## src/buf_cfg_pkg.sv

```systemverilog
// Sizing defaults for the buffer manager; the top level takes these as parameter defaults
package buf_cfg_pkg;

    // Width of a buffer pointer, giving 2^8 buffers
    parameter int BPTR_NBITS_DEF = 8;

    // Width of an input port identifier
    parameter int ID_NBITS_DEF = 2;

    // Number of input ports tracked for link building
    // Must not exceed 2^ID_NBITS_DEF
    parameter int NUM_PORTS_DEF = 4;

endpackage

```

## src/buf_ctrl_pkg.sv

```systemverilog
// Control encodings shared by the free-buffer controller, its prefetch queue and the testbench
package buf_ctrl_pkg;

    // Free-list initialisation sequencer
    // init_idle    entered after reset or on a re-init request
    // reset_freeb  both FIFOs held in reset for one cycle
    // init_freeb   one pointer written per cycle, ascending
    // init_done    free list ready, normal operation
    typedef enum logic [1:0] {
        init_idle   = 2'd0,
        reset_freeb = 2'd1,
        init_freeb  = 2'd2,
        init_done   = 2'd3
    } init_state_t;

    // Entries in the prefetch queue in front of the free-list RAM
    parameter int PREFETCH_DEPTH = 2;

endpackage

```

## src/buf_link_table.sv

```systemverilog
// Next-buffer table written from link events, read by downstream packet readers
`timescale 1ns/1ps

module buf_link_table #(
    parameter int BPTR_NBITS = buf_cfg_pkg::BPTR_NBITS_DEF
) (
    input  logic                  clk,
    input  logic                  link_valid,
    input  logic [BPTR_NBITS-1:0] link_prev,
    input  logic [BPTR_NBITS-1:0] link_cur,
    input  logic [BPTR_NBITS-1:0] link_rd_ptr,
    output logic [BPTR_NBITS-1:0] link_rd_next
);

    localparam int NUM_BUFS = 1 << BPTR_NBITS;

    // One entry per buffer, holding the buffer that follows it
    logic [BPTR_NBITS-1:0] next_buf [NUM_BUFS];

    // A link event points the previous buffer at the current one
    always_ff @(posedge clk) begin
        if (link_valid) begin
            next_buf[link_prev] <= link_cur;
        end
    end

    // Registered read port
    always_ff @(posedge clk) begin
        link_rd_next <= next_buf[link_rd_ptr];
    end

endmodule

```

## src/buf_mgr_top.sv

```systemverilog
// Buffer manager top level: free-buffer control plus the link table, sized by its parameters
`timescale 1ns/1ps

module buf_mgr_top #(
    parameter int BPTR_NBITS = buf_cfg_pkg::BPTR_NBITS_DEF,
    parameter int ID_NBITS   = buf_cfg_pkg::ID_NBITS_DEF,
    parameter int NUM_PORTS  = buf_cfg_pkg::NUM_PORTS_DEF
) (
    input  logic                  clk,
    input  logic                  rst_n,
    input  logic                  freeb_init,
    input  logic                  free_buf_req,
    input  logic                  rel_buf_valid,
    input  logic [BPTR_NBITS-1:0] rel_buf_ptr,
    input  logic                  write_data_valid,
    input  logic [BPTR_NBITS-1:0] write_buf_ptr,
    input  logic                  write_sop,
    input  logic [ID_NBITS-1:0]   write_port_id,
    input  logic [BPTR_NBITS-1:0] link_rd_ptr,
    output logic                  freeb_init_done,
    output logic                  free_buf_valid,
    output logic                  free_buf_available,
    output logic [BPTR_NBITS-1:0] free_buf_ptr,
    output logic                  inc_freeb_rd_count,
    output logic                  inc_freeb_wr_count,
    output logic [BPTR_NBITS-1:0] link_rd_next
);

    logic                  link_valid;
    logic [BPTR_NBITS-1:0] link_prev;
    logic [BPTR_NBITS-1:0] link_cur;

    freeb_ctrl #(
        .BPTR_NBITS(BPTR_NBITS),
        .ID_NBITS  (ID_NBITS),
        .NUM_PORTS (NUM_PORTS)
    ) freeb_ctrl_i (
        .clk               (clk),
        .rst_n             (rst_n),
        .freeb_init        (freeb_init),
        .rel_buf_valid     (rel_buf_valid),
        .free_buf_req      (free_buf_req),
        .write_data_valid  (write_data_valid),
        .write_sop         (write_sop),
        .rel_buf_ptr       (rel_buf_ptr),
        .write_buf_ptr     (write_buf_ptr),
        .write_port_id     (write_port_id),
        .freeb_init_done   (freeb_init_done),
        .inc_freeb_rd_count(inc_freeb_rd_count),
        .inc_freeb_wr_count(inc_freeb_wr_count),
        .free_buf_valid    (free_buf_valid),
        .free_buf_available(free_buf_available),
        .link_valid        (link_valid),
        .free_buf_ptr      (free_buf_ptr),
        .link_prev         (link_prev),
        .link_cur          (link_cur)
    );

    buf_link_table #(
        .BPTR_NBITS(BPTR_NBITS)
    ) link_table_i (
        .clk         (clk),
        .link_valid  (link_valid),
        .link_prev   (link_prev),
        .link_cur    (link_cur),
        .link_rd_ptr (link_rd_ptr),
        .link_rd_next(link_rd_next)
    );

endmodule

```

## src/free_list_ram_fifo.sv

```systemverilog
// RAM-backed FIFO of free buffer pointers; read data is registered and its write pointer is visible
`timescale 1ns/1ps

module free_list_ram_fifo #(
    parameter int W = buf_cfg_pkg::BPTR_NBITS_DEF,
    parameter int D = buf_cfg_pkg::BPTR_NBITS_DEF
) (
    input  logic         clk,
    input  logic         rst_n,
    input  logic [W-1:0] din,
    input  logic         wr,
    input  logic         rd,
    output logic [W-1:0] dout,
    output logic [D-1:0] wptr,
    output logic [D:0]   count,
    output logic         empty,
    output logic         full
);

    localparam int DEPTH = 1 << D;

    logic [W-1:0] mem [DEPTH];
    logic [D-1:0] rptr;
    logic         wr_en;
    logic         rd_en;

    // A read frees a slot, so a write into a full FIFO is allowed in the same cycle
    assign rd_en = rd & ~empty;
    assign wr_en = wr & (~full | rd_en);

    assign empty = (count == '0);
    assign full  = count[D];

    // Storage and registered read port
    always_ff @(posedge clk) begin
        if (wr_en) begin
            mem[wptr] <= din;
        end
        if (rd_en) begin
            dout <= mem[rptr];
        end
    end

    always_ff @(posedge clk) begin
        if (!rst_n) begin
            wptr  <= '0;
            rptr  <= '0;
            count <= '0;
        end else begin
            if (wr_en) begin
                wptr <= wptr + 1'b1;
            end
            if (rd_en) begin
                rptr <= rptr + 1'b1;
            end
            case ({wr_en, rd_en})
                2'b10:   count <= count + 1'b1;
                2'b01:   count <= count - 1'b1;
                default: count <= count;
            endcase
        end
    end

endmodule

```

## src/freeb_ctrl.sv

```systemverilog
// Free-buffer control: fills the free list, hands out and takes back pointers, emits link events
`timescale 1ns/1ps

module freeb_ctrl #(
    parameter int BPTR_NBITS = buf_cfg_pkg::BPTR_NBITS_DEF,
    parameter int ID_NBITS   = buf_cfg_pkg::ID_NBITS_DEF,
    parameter int NUM_PORTS  = buf_cfg_pkg::NUM_PORTS_DEF
) (
    input  logic                  clk,
    input  logic                  rst_n,
    input  logic                  freeb_init,
    input  logic                  rel_buf_valid,
    input  logic                  free_buf_req,
    input  logic                  write_data_valid,
    input  logic                  write_sop,
    input  logic [BPTR_NBITS-1:0] rel_buf_ptr,
    input  logic [BPTR_NBITS-1:0] write_buf_ptr,
    input  logic [ID_NBITS-1:0]   write_port_id,
    output logic                  freeb_init_done,
    output logic                  inc_freeb_rd_count,
    output logic                  inc_freeb_wr_count,
    output logic                  free_buf_valid,
    output logic                  free_buf_available,
    output logic                  link_valid,
    output logic [BPTR_NBITS-1:0] free_buf_ptr,
    output logic [BPTR_NBITS-1:0] link_prev,
    output logic [BPTR_NBITS-1:0] link_cur
);

    localparam int PF_DBITS = $clog2(buf_ctrl_pkg::PREFETCH_DEPTH);

    buf_ctrl_pkg::init_state_t init_st;
    buf_ctrl_pkg::init_state_t nxt_init_st;

    logic                  fifo_rst_n;
    logic                  freeb_init_wr;
    logic                  free_buf_req_d1;
    logic                  rel_buf_valid_d1;
    logic [BPTR_NBITS-1:0] rel_buf_ptr_d1;
    logic                  write_data_valid_d1;
    logic                  write_sop_d1;
    logic [BPTR_NBITS-1:0] write_buf_ptr_d1;
    logic [ID_NBITS-1:0]   write_port_id_d1;
    logic [BPTR_NBITS-1:0] last_buf [NUM_PORTS];

    logic                  fifo_rd;
    logic                  fifo_wr;
    logic                  fifo_rd_d1;
    logic [BPTR_NBITS-1:0] fifo_din;
    logic [BPTR_NBITS-1:0] fifo_dout;
    logic [BPTR_NBITS-1:0] fifo_wptr;
    logic                  fifo_empty;
    logic                  fifo_full;

    logic                  pf_rd;
    logic                  pf_wr;
    logic [BPTR_NBITS-1:0] pf_dout;
    logic                  pf_empty;
    logic                  pf_full;
    logic                  pf_fullm1;

    // Init sequencer
    always_comb begin
        nxt_init_st = init_st;
        case (init_st)
            buf_ctrl_pkg::init_idle:   nxt_init_st = buf_ctrl_pkg::reset_freeb;
            buf_ctrl_pkg::reset_freeb: nxt_init_st = buf_ctrl_pkg::init_freeb;
            buf_ctrl_pkg::init_freeb: begin
                // Last pointer goes in on the way out of this state
                if (&fifo_wptr) begin
                    nxt_init_st = buf_ctrl_pkg::init_done;
                end
            end
            buf_ctrl_pkg::init_done: begin
                if (freeb_init) begin
                    nxt_init_st = buf_ctrl_pkg::init_idle;
                end
            end
            default: nxt_init_st = buf_ctrl_pkg::init_idle;
        endcase
    end

    // Sequencer writes take priority over released pointers
    assign fifo_wr  = freeb_init_wr | (rel_buf_valid_d1 & ~fifo_full);
    assign fifo_din = freeb_init_wr ? fifo_wptr : rel_buf_ptr_d1;

    // Refill the prefetch queue, counting a read still on its way out of the RAM
    assign pf_wr   = fifo_rd_d1;
    assign fifo_rd = (init_st == buf_ctrl_pkg::init_done) & ~fifo_empty
                   & ~(pf_full | (pf_wr & pf_fullm1));

    // Request dispensed from the queue head one cycle after it arrives
    assign pf_rd = free_buf_req_d1 & freeb_init_done & ~pf_empty;

    always_ff @(posedge clk) begin
        if (!rst_n) begin
            init_st             <= buf_ctrl_pkg::init_idle;
            fifo_rst_n          <= 1'b0;
            freeb_init_wr       <= 1'b0;
            freeb_init_done     <= 1'b0;
            free_buf_req_d1     <= 1'b0;
            rel_buf_valid_d1    <= 1'b0;
            write_data_valid_d1 <= 1'b0;
            fifo_rd_d1          <= 1'b0;
            free_buf_valid      <= 1'b0;
            free_buf_available  <= 1'b0;
            inc_freeb_rd_count  <= 1'b0;
            inc_freeb_wr_count  <= 1'b0;
            link_valid          <= 1'b0;
        end else begin
            init_st             <= nxt_init_st;
            fifo_rst_n          <= (nxt_init_st != buf_ctrl_pkg::reset_freeb);
            freeb_init_wr       <= (nxt_init_st == buf_ctrl_pkg::init_freeb);
            freeb_init_done     <= (init_st == buf_ctrl_pkg::init_done);
            free_buf_req_d1     <= free_buf_req;
            rel_buf_valid_d1    <= rel_buf_valid;
            write_data_valid_d1 <= write_data_valid;
            fifo_rd_d1          <= fifo_rd;
            free_buf_valid      <= free_buf_req_d1;
            free_buf_available  <= pf_rd;
            inc_freeb_rd_count  <= pf_rd;
            inc_freeb_wr_count  <= fifo_wr;
            // Only continuation writes link two buffers
            link_valid          <= write_data_valid_d1 & ~write_sop_d1;
        end
    end

    // Payload stages and per-port last written buffer
    always_ff @(posedge clk) begin
        rel_buf_ptr_d1   <= rel_buf_ptr;
        write_buf_ptr_d1 <= write_buf_ptr;
        write_port_id_d1 <= write_port_id;
        write_sop_d1     <= write_sop;
        free_buf_ptr     <= pf_dout;
        link_prev        <= last_buf[write_port_id_d1];
        link_cur         <= write_buf_ptr_d1;
        if (write_data_valid_d1) begin
            last_buf[write_port_id_d1] <= write_buf_ptr_d1;
        end
    end

    free_list_ram_fifo #(
        .W(BPTR_NBITS),
        .D(BPTR_NBITS)
    ) free_list_i (
        .clk  (clk),
        .rst_n(fifo_rst_n),
        .din  (fifo_din),
        .wr   (fifo_wr),
        .rd   (fifo_rd),
        .dout (fifo_dout),
        .wptr (fifo_wptr),
        .count(),
        .empty(fifo_empty),
        .full (fifo_full)
    );

    prefetch_fifo #(
        .W(BPTR_NBITS),
        .D(PF_DBITS)
    ) prefetch_i (
        .clk   (clk),
        .rst_n (fifo_rst_n),
        .din   (fifo_dout),
        .wr    (pf_wr),
        .rd    (pf_rd),
        .dout  (pf_dout),
        .count (),
        .empty (pf_empty),
        .full  (pf_full),
        .fullm1(pf_fullm1)
    );

endmodule

```

## src/prefetch_fifo.sv

```systemverilog
// Shallow flop FIFO that holds prefetched free pointers and shows its head without a read delay
`timescale 1ns/1ps

module prefetch_fifo #(
    parameter int W = buf_cfg_pkg::BPTR_NBITS_DEF,
    parameter int D = $clog2(buf_ctrl_pkg::PREFETCH_DEPTH)
) (
    input  logic         clk,
    input  logic         rst_n,
    input  logic [W-1:0] din,
    input  logic         wr,
    input  logic         rd,
    output logic [W-1:0] dout,
    output logic [2:0]   count,
    output logic         empty,
    output logic         full,
    output logic         fullm1
);

    localparam int DEPTH = 1 << D;

    logic [W-1:0] mem [DEPTH];
    logic [D-1:0] wr_idx;
    logic [D-1:0] rd_idx;
    logic         wr_en;
    logic         rd_en;

    assign wr_en = wr & ~full;
    assign rd_en = rd & ~empty;

    // Head of queue straight from the flops
    assign dout = mem[rd_idx];

    assign empty  = (count == 3'd0);
    assign full   = (count == 3'(DEPTH));
    assign fullm1 = (count == 3'(DEPTH - 1));

    always_ff @(posedge clk) begin
        if (wr_en) begin
            mem[wr_idx] <= din;
        end
    end

    always_ff @(posedge clk) begin
        if (!rst_n) begin
            wr_idx <= '0;
            rd_idx <= '0;
            count  <= '0;
        end else begin
            if (wr_en) begin
                wr_idx <= wr_idx + 1'b1;
            end
            if (rd_en) begin
                rd_idx <= rd_idx + 1'b1;
            end
            count <= count + 3'(wr_en) - 3'(rd_en);
        end
    end

endmodule

```

## config.mk

```make
export PLATFORM = sky130hd
export DESIGN_NAME = buf_mgr_top
export DESIGN_NICKNAME = d
export VERILOG_FILES = /design/src/buf_cfg_pkg.sv /design/src/buf_ctrl_pkg.sv /design/src/buf_link_table.sv /design/src/buf_mgr_top.sv /design/src/free_list_ram_fifo.sv /design/src/freeb_ctrl.sv /design/src/prefetch_fifo.sv
export SDC_FILE = /design/constraint.sdc
export NUM_CORES = 2
export LEC_CHECK = 0
export CORE_ASPECT_RATIO = 0.5
export CORE_MARGIN = 2
export CORE_UTILIZATION = 54
export CTS_CLUSTER_SIZE = 8
export DETAILED_ROUTE_END_ITERATION = 8
export DONT_BUFFER_PORTS = 1
export PLACE_DENSITY_LB_ADDON = 0.12
export SLEW_MARGIN = 20
export SYNTH_ARGS = -nofsm -noshare
export SYNTH_HDL_FRONTEND = slang
export SYNTH_HIERARCHICAL = 1
export SYNTH_MEMORY_MAX_BITS = 65536
export SYNTH_SLANG_ARGS = --single-unit
```

## constraint.sdc

```tcl
create_clock -name clk -period 7.1 [get_ports clk]
set_input_delay 1.42 -clock clk [delete_from_list [all_inputs] [get_ports clk]]
set_output_delay 1.42 -clock clk [all_outputs]
set_load 0.02 [all_outputs]
```

Word level (Yosys, flattened, before mapping)
Memories as Yosys holds them, arrays and structs flattened. A register that Yosys moved wholly into a read port is not among the register bits.
Index checks and enable logic that the tools add are counted.
- add/subtract/negate cells: 8
- eq/ne operators: 9
- multiplexer cells: 13
- bitwise gates (word level): 20
- reduce and logical (&&, ||, !) cells: 5
- operators by type and width (cell ; number):
    case mux 9 bit (2 select lines) ; 1
    adder 8 x 1 -> 8 bit, second input constant ; 2
    bitwise AND 1 bit ; 11
    adder 9 x 1 -> 9 bit, second input constant ; 1
    logical NOT 9 bit ; 1
    subtractor 9 x 1 -> 9 bit, second input constant ; 1
    == test 2 bit, second input constant ; 4
    two-way mux 1 bit ; 8
    two-way mux 8 bit ; 1
    case mux 2 bit (4 select lines) ; 1
    AND reduction 8 bit ; 1
    NOT 1 bit ; 6
    == test 2 x 1 -> 1 bit, second input constant ; 2
    two-way mux 2 bit ; 2
    adder 3 x 1 -> 3 bit ; 1
    == test 3 x 1 -> 1 bit, second input constant ; 1
    == test 3 x 2 -> 1 bit, second input constant ; 1
    logical NOT 3 bit ; 1
    bitwise OR 1 bit ; 3
    subtractor 3 x 1 -> 3 bit ; 1
    adder 1 bit, second input constant ; 2
    logical NOT 2 bit ; 1
    inequality test 2 x 1 -> 1 bit, second input constant ; 1
    nonzero test 2 bit ; 1
- bits in registers: 70
- memory bits (writable): 4144
- bits of input ports: 33
- memories: 4
- memories (memory ; words ; width ; read ports ; clocked after memory_dff ; write ports ; RTL line ; RTL):
    freeb_ctrl_i.free_list_i.mem ; 256 ; 8 ; 1 ; 1 ; 1 ; free_list_ram_fifo.sv:22 ; logic [W-1:0] mem [DEPTH];
    link_table_i.next_buf ; 256 ; 8 ; 1 ; 1 ; 1 ; buf_link_table.sv:18 ; logic [BPTR_NBITS-1:0] next_buf [NUM_BUFS];
    freeb_ctrl_i.last_buf ; 4 ; 8 ; 1 ; 1 ; 1 ; freeb_ctrl.sv:44 ; logic [BPTR_NBITS-1:0] last_buf [NUM_PORTS];
    freeb_ctrl_i.prefetch_i.mem ; 2 ; 8 ; 1 ; 1 ; 1 ; prefetch_fifo.sv:22 ; logic [W-1:0] mem [DEPTH];

Longest topological paths before layout
- depth in word-level cells: 10
- mapped depth: 17
- mapped depth without buffers: 16

By module
Netlist, hierarchy kept.
- modules (own cells, without submodules) (module ; instances ; cells an instance ; area each (sq um) ; seq. area each (sq um)):
    free_list_ram_fifo ; 1 ; 3973 ; 81326.7 ; 62239.7
    buf_link_table ; 1 ; 3733 ; 79556.3 ; 61659.1
    freeb_ctrl ; 1 ; 141 ; 2602.5 ; 2082.0
    prefetch_fifo ; 1 ; 57 ; 893.4 ; 600.6

Worst setup path before layout
Ideal clock, no wire load.
- path kind: flip-flop to flip-flop
- from: reg freeb_ctrl_i.link_cur[0]
- to: mem link_table_i/next_buf[0][0] in the netlist's numbering (data pin)
- setup time: 852 ps
- arrival: 3382 ps
- data required time: 6248 ps
- slack: 2866 ps
- stages on the path, launching flop included: 1
- clock period less this slack: 4234 ps
- cells stage by stage: dfxtp_1
- RTL lines (what ; RTL line ; RTL):
    from (decl) ; freeb_ctrl.sv:27 ; output logic [BPTR_NBITS-1:0] link_cur
    from (signal assigned) ; freeb_ctrl.sv:136 ; link_cur <= write_buf_ptr_d1;
    to (decl) ; buf_link_table.sv:18 ;
Straight into the memory's write port.

==> impl_metrics.ini <==
[run_status]
status = completed

[placement]
io_buffers = 0
dpl.hpwl_um = 238700
dp_cells = 11610
place.gp.congestion = 0.8455

[job]
max-cap-violations = 0

[power_and_ir_drop]
peakVddDrop_mv = 0.2209
power.density_nw_per_um2 = 298.0
clkPwrFrac_pct = 46.4
p_sw_share_pct = 20.35
leakagePower_nw = 56.41
netSwitchingPower_mw = 11.20
intPower_mw = 43.84
sequentialPowerShare_pct = 50.8
combPwrFrac_pct = 2.8

[timing]
clock_skew_ns = 0.03196
hold_violations = 0
timing.hold.ws_ns = 0.3981
period_share_pct = 76.98
fmax_mhz = 183.0
finalCriticalPeriod_ns = 5.466
setup-tns-final_ns = 0
drv_slew = 0
setup_viol = 0
max-slew-margin-rel_pct = 12.30
tightestPinTransition_ns = 1.314
rsz0062_at_grt = false

[synth]
synth_cells = 7903
syn_nets = 7953
yosys_warnings = 6
postSynthAreaPerCell_sq_um = 20.80
netlist_area_sq_um = 164400

[finish]
syn2layout_area_growth_pct = 12.37
layout_commonest_cell = edfxtp_1
layoutNonFillerInstCount = 12380
finalNetCount = 8208
drive_above_1_share_pct = 21.79
mostFrequentLayoutCells = edfxtp_1, mux4_2, clkbuf_16, nor2_1, mux2i_1

[global_route]
grt_start_max_net_pins = 579
grt_usage_pct = 27.21
antenna_found_initial = 19
grt_first_pass_wirelength_um = 603800
grt_pass1_vias = 81240
overflow = 0

[drt]
vias = 82330
first_pass_iters = 6
drtIter0Drc = 11070
ant_nets = 0
drc = 0
avgViaCountPerCell = 6.649
post_drt_wl_per_cell_um = 34.23
postRouteWirelength_um = 423900

[critical_path]
crit_required_ns = 7.84
critPathArrivalTime_ns = 6.21
crit_slowest_cell = nor3_1
cp_max_fo = 136
end_kind = flip-flop
timing.critical_path.mode_cell = buf_16
cp-start-kind = primary input
worstSetupPathType = primary input to flip-flop
critical_path.max_stage_delay_ns = 0.94
path_cells = buf_16, buf_16, buf_16, mux4_2, mux4_2, nor2_1, a2111oi_0, nor3_1, nor4_2

[clocking]
cts_tree = yes
htree_levels = 6
cts_resized = 0
clk_pin_slew_ns = 0.05
post_cts_buffers = 0
cts_hold_buf = 0
clk_latency_ns = 0.92
root_buffer = clkbuf_16
numCtsBuffers = 604
cts_num_sinks = 4247
cts.path.max_buffers = 4

[die]
die_x_um = 784.2
ios = 54
core_sq_um = 303300
die_area_sq_um = 309100
start_util_pct = 54.20
dieHeight_um = 394.1
rows = 143

[min_path]
hp-class = flip-flop to flip-flop
## worst paths after layout
path / start / to / slack, ns / cells past startpoint
max: link_rd_ptr[0] / link_table_i/link_rd_next[2] / 1.63 / 9
max reg2reg: freeb_ctrl_i/prefetch_i/count[1] / freeb_ctrl_i/free_list_i/mem[201][1] / 2.37 / 6
min reg2reg: freeb_ctrl_i/write_buf_ptr_d1[7] / freeb_ctrl_i/link_cur[7] / 0.40 / 0
min: freeb_ctrl_i/write_buf_ptr_d1[7] / freeb_ctrl_i/link_cur[7] / 0.40 / 0
## area by class of cell
cell class                 instances  area [sq um]
multi-input combinational       3147         35140
timing repair buffer             137          1359
antenna                            3         7.507
fill                           21040        118600
clock buffer                     736         15990
clock inverter                    31         414.1
tap                             4060          5080
sequential                      4247        126600
inverter                          21         80.08
## sequential cells by signal, summed over array words and instances (netlist names), 9 cells and up, named ones only
name	count
freeb_ctrl_i/free_list_i/mem	2048
freeb_ctrl_i/last_buf	32
link_table_i/next_buf	2048
freeb_ctrl_i/prefetch_i/mem	16
freeb_ctrl_i/free_list_i/count	9
## power by group through the flow
stage                     sequential, mW  combinational (mW)  clock (mW)
after global placement              28.4                1.38           0
after detailed placement            28.4                1.42           0
final                               28.0                1.53        25.6
after global routing                27.9                1.62        27.0
after floorplan                     28.5               0.903           0
after CTS                           28.0                1.41        25.9
## stage by stage
stage	setup slack [ns]	power, mW	util [%]	area (sq um)
final	1.634	55.04	60.90	184700
after global placement	2.017	29.80	55.42	168100
after CTS	2.420	55.31	60.85	184500
after detailed placement	2.460	29.84	55.44	168100
after floorplan	2.866	29.39	-	164400
after global routing	1.384	56.58	60.90	184700
## per-layer routing
| layer | part of all wire, % | GRT usage (%) | routed length, um | up-vias |
|---|---|---|---|---|
| li1 | - | - | - | 33280 |
| met1 | 41 | 40.02 | 171900 | 44060 |
| met2 | 47 | 42.14 | 199800 | 4276 |
| met3 | 9.3 | 5.502 | 39620 | 702 |
| met4 | 2.9 | 7.690 | 12500 | 12 |
| met5 | 0.019 | 0 | 82 | - |
## worst max-delay path: cells and delay by family
family	cells	cell delay, ns
mux	2	1.20
simple gates	3	1.17
compound gates	1	0.08
buf+inv	3	2.10
Power figures use the tool's default switching activity.
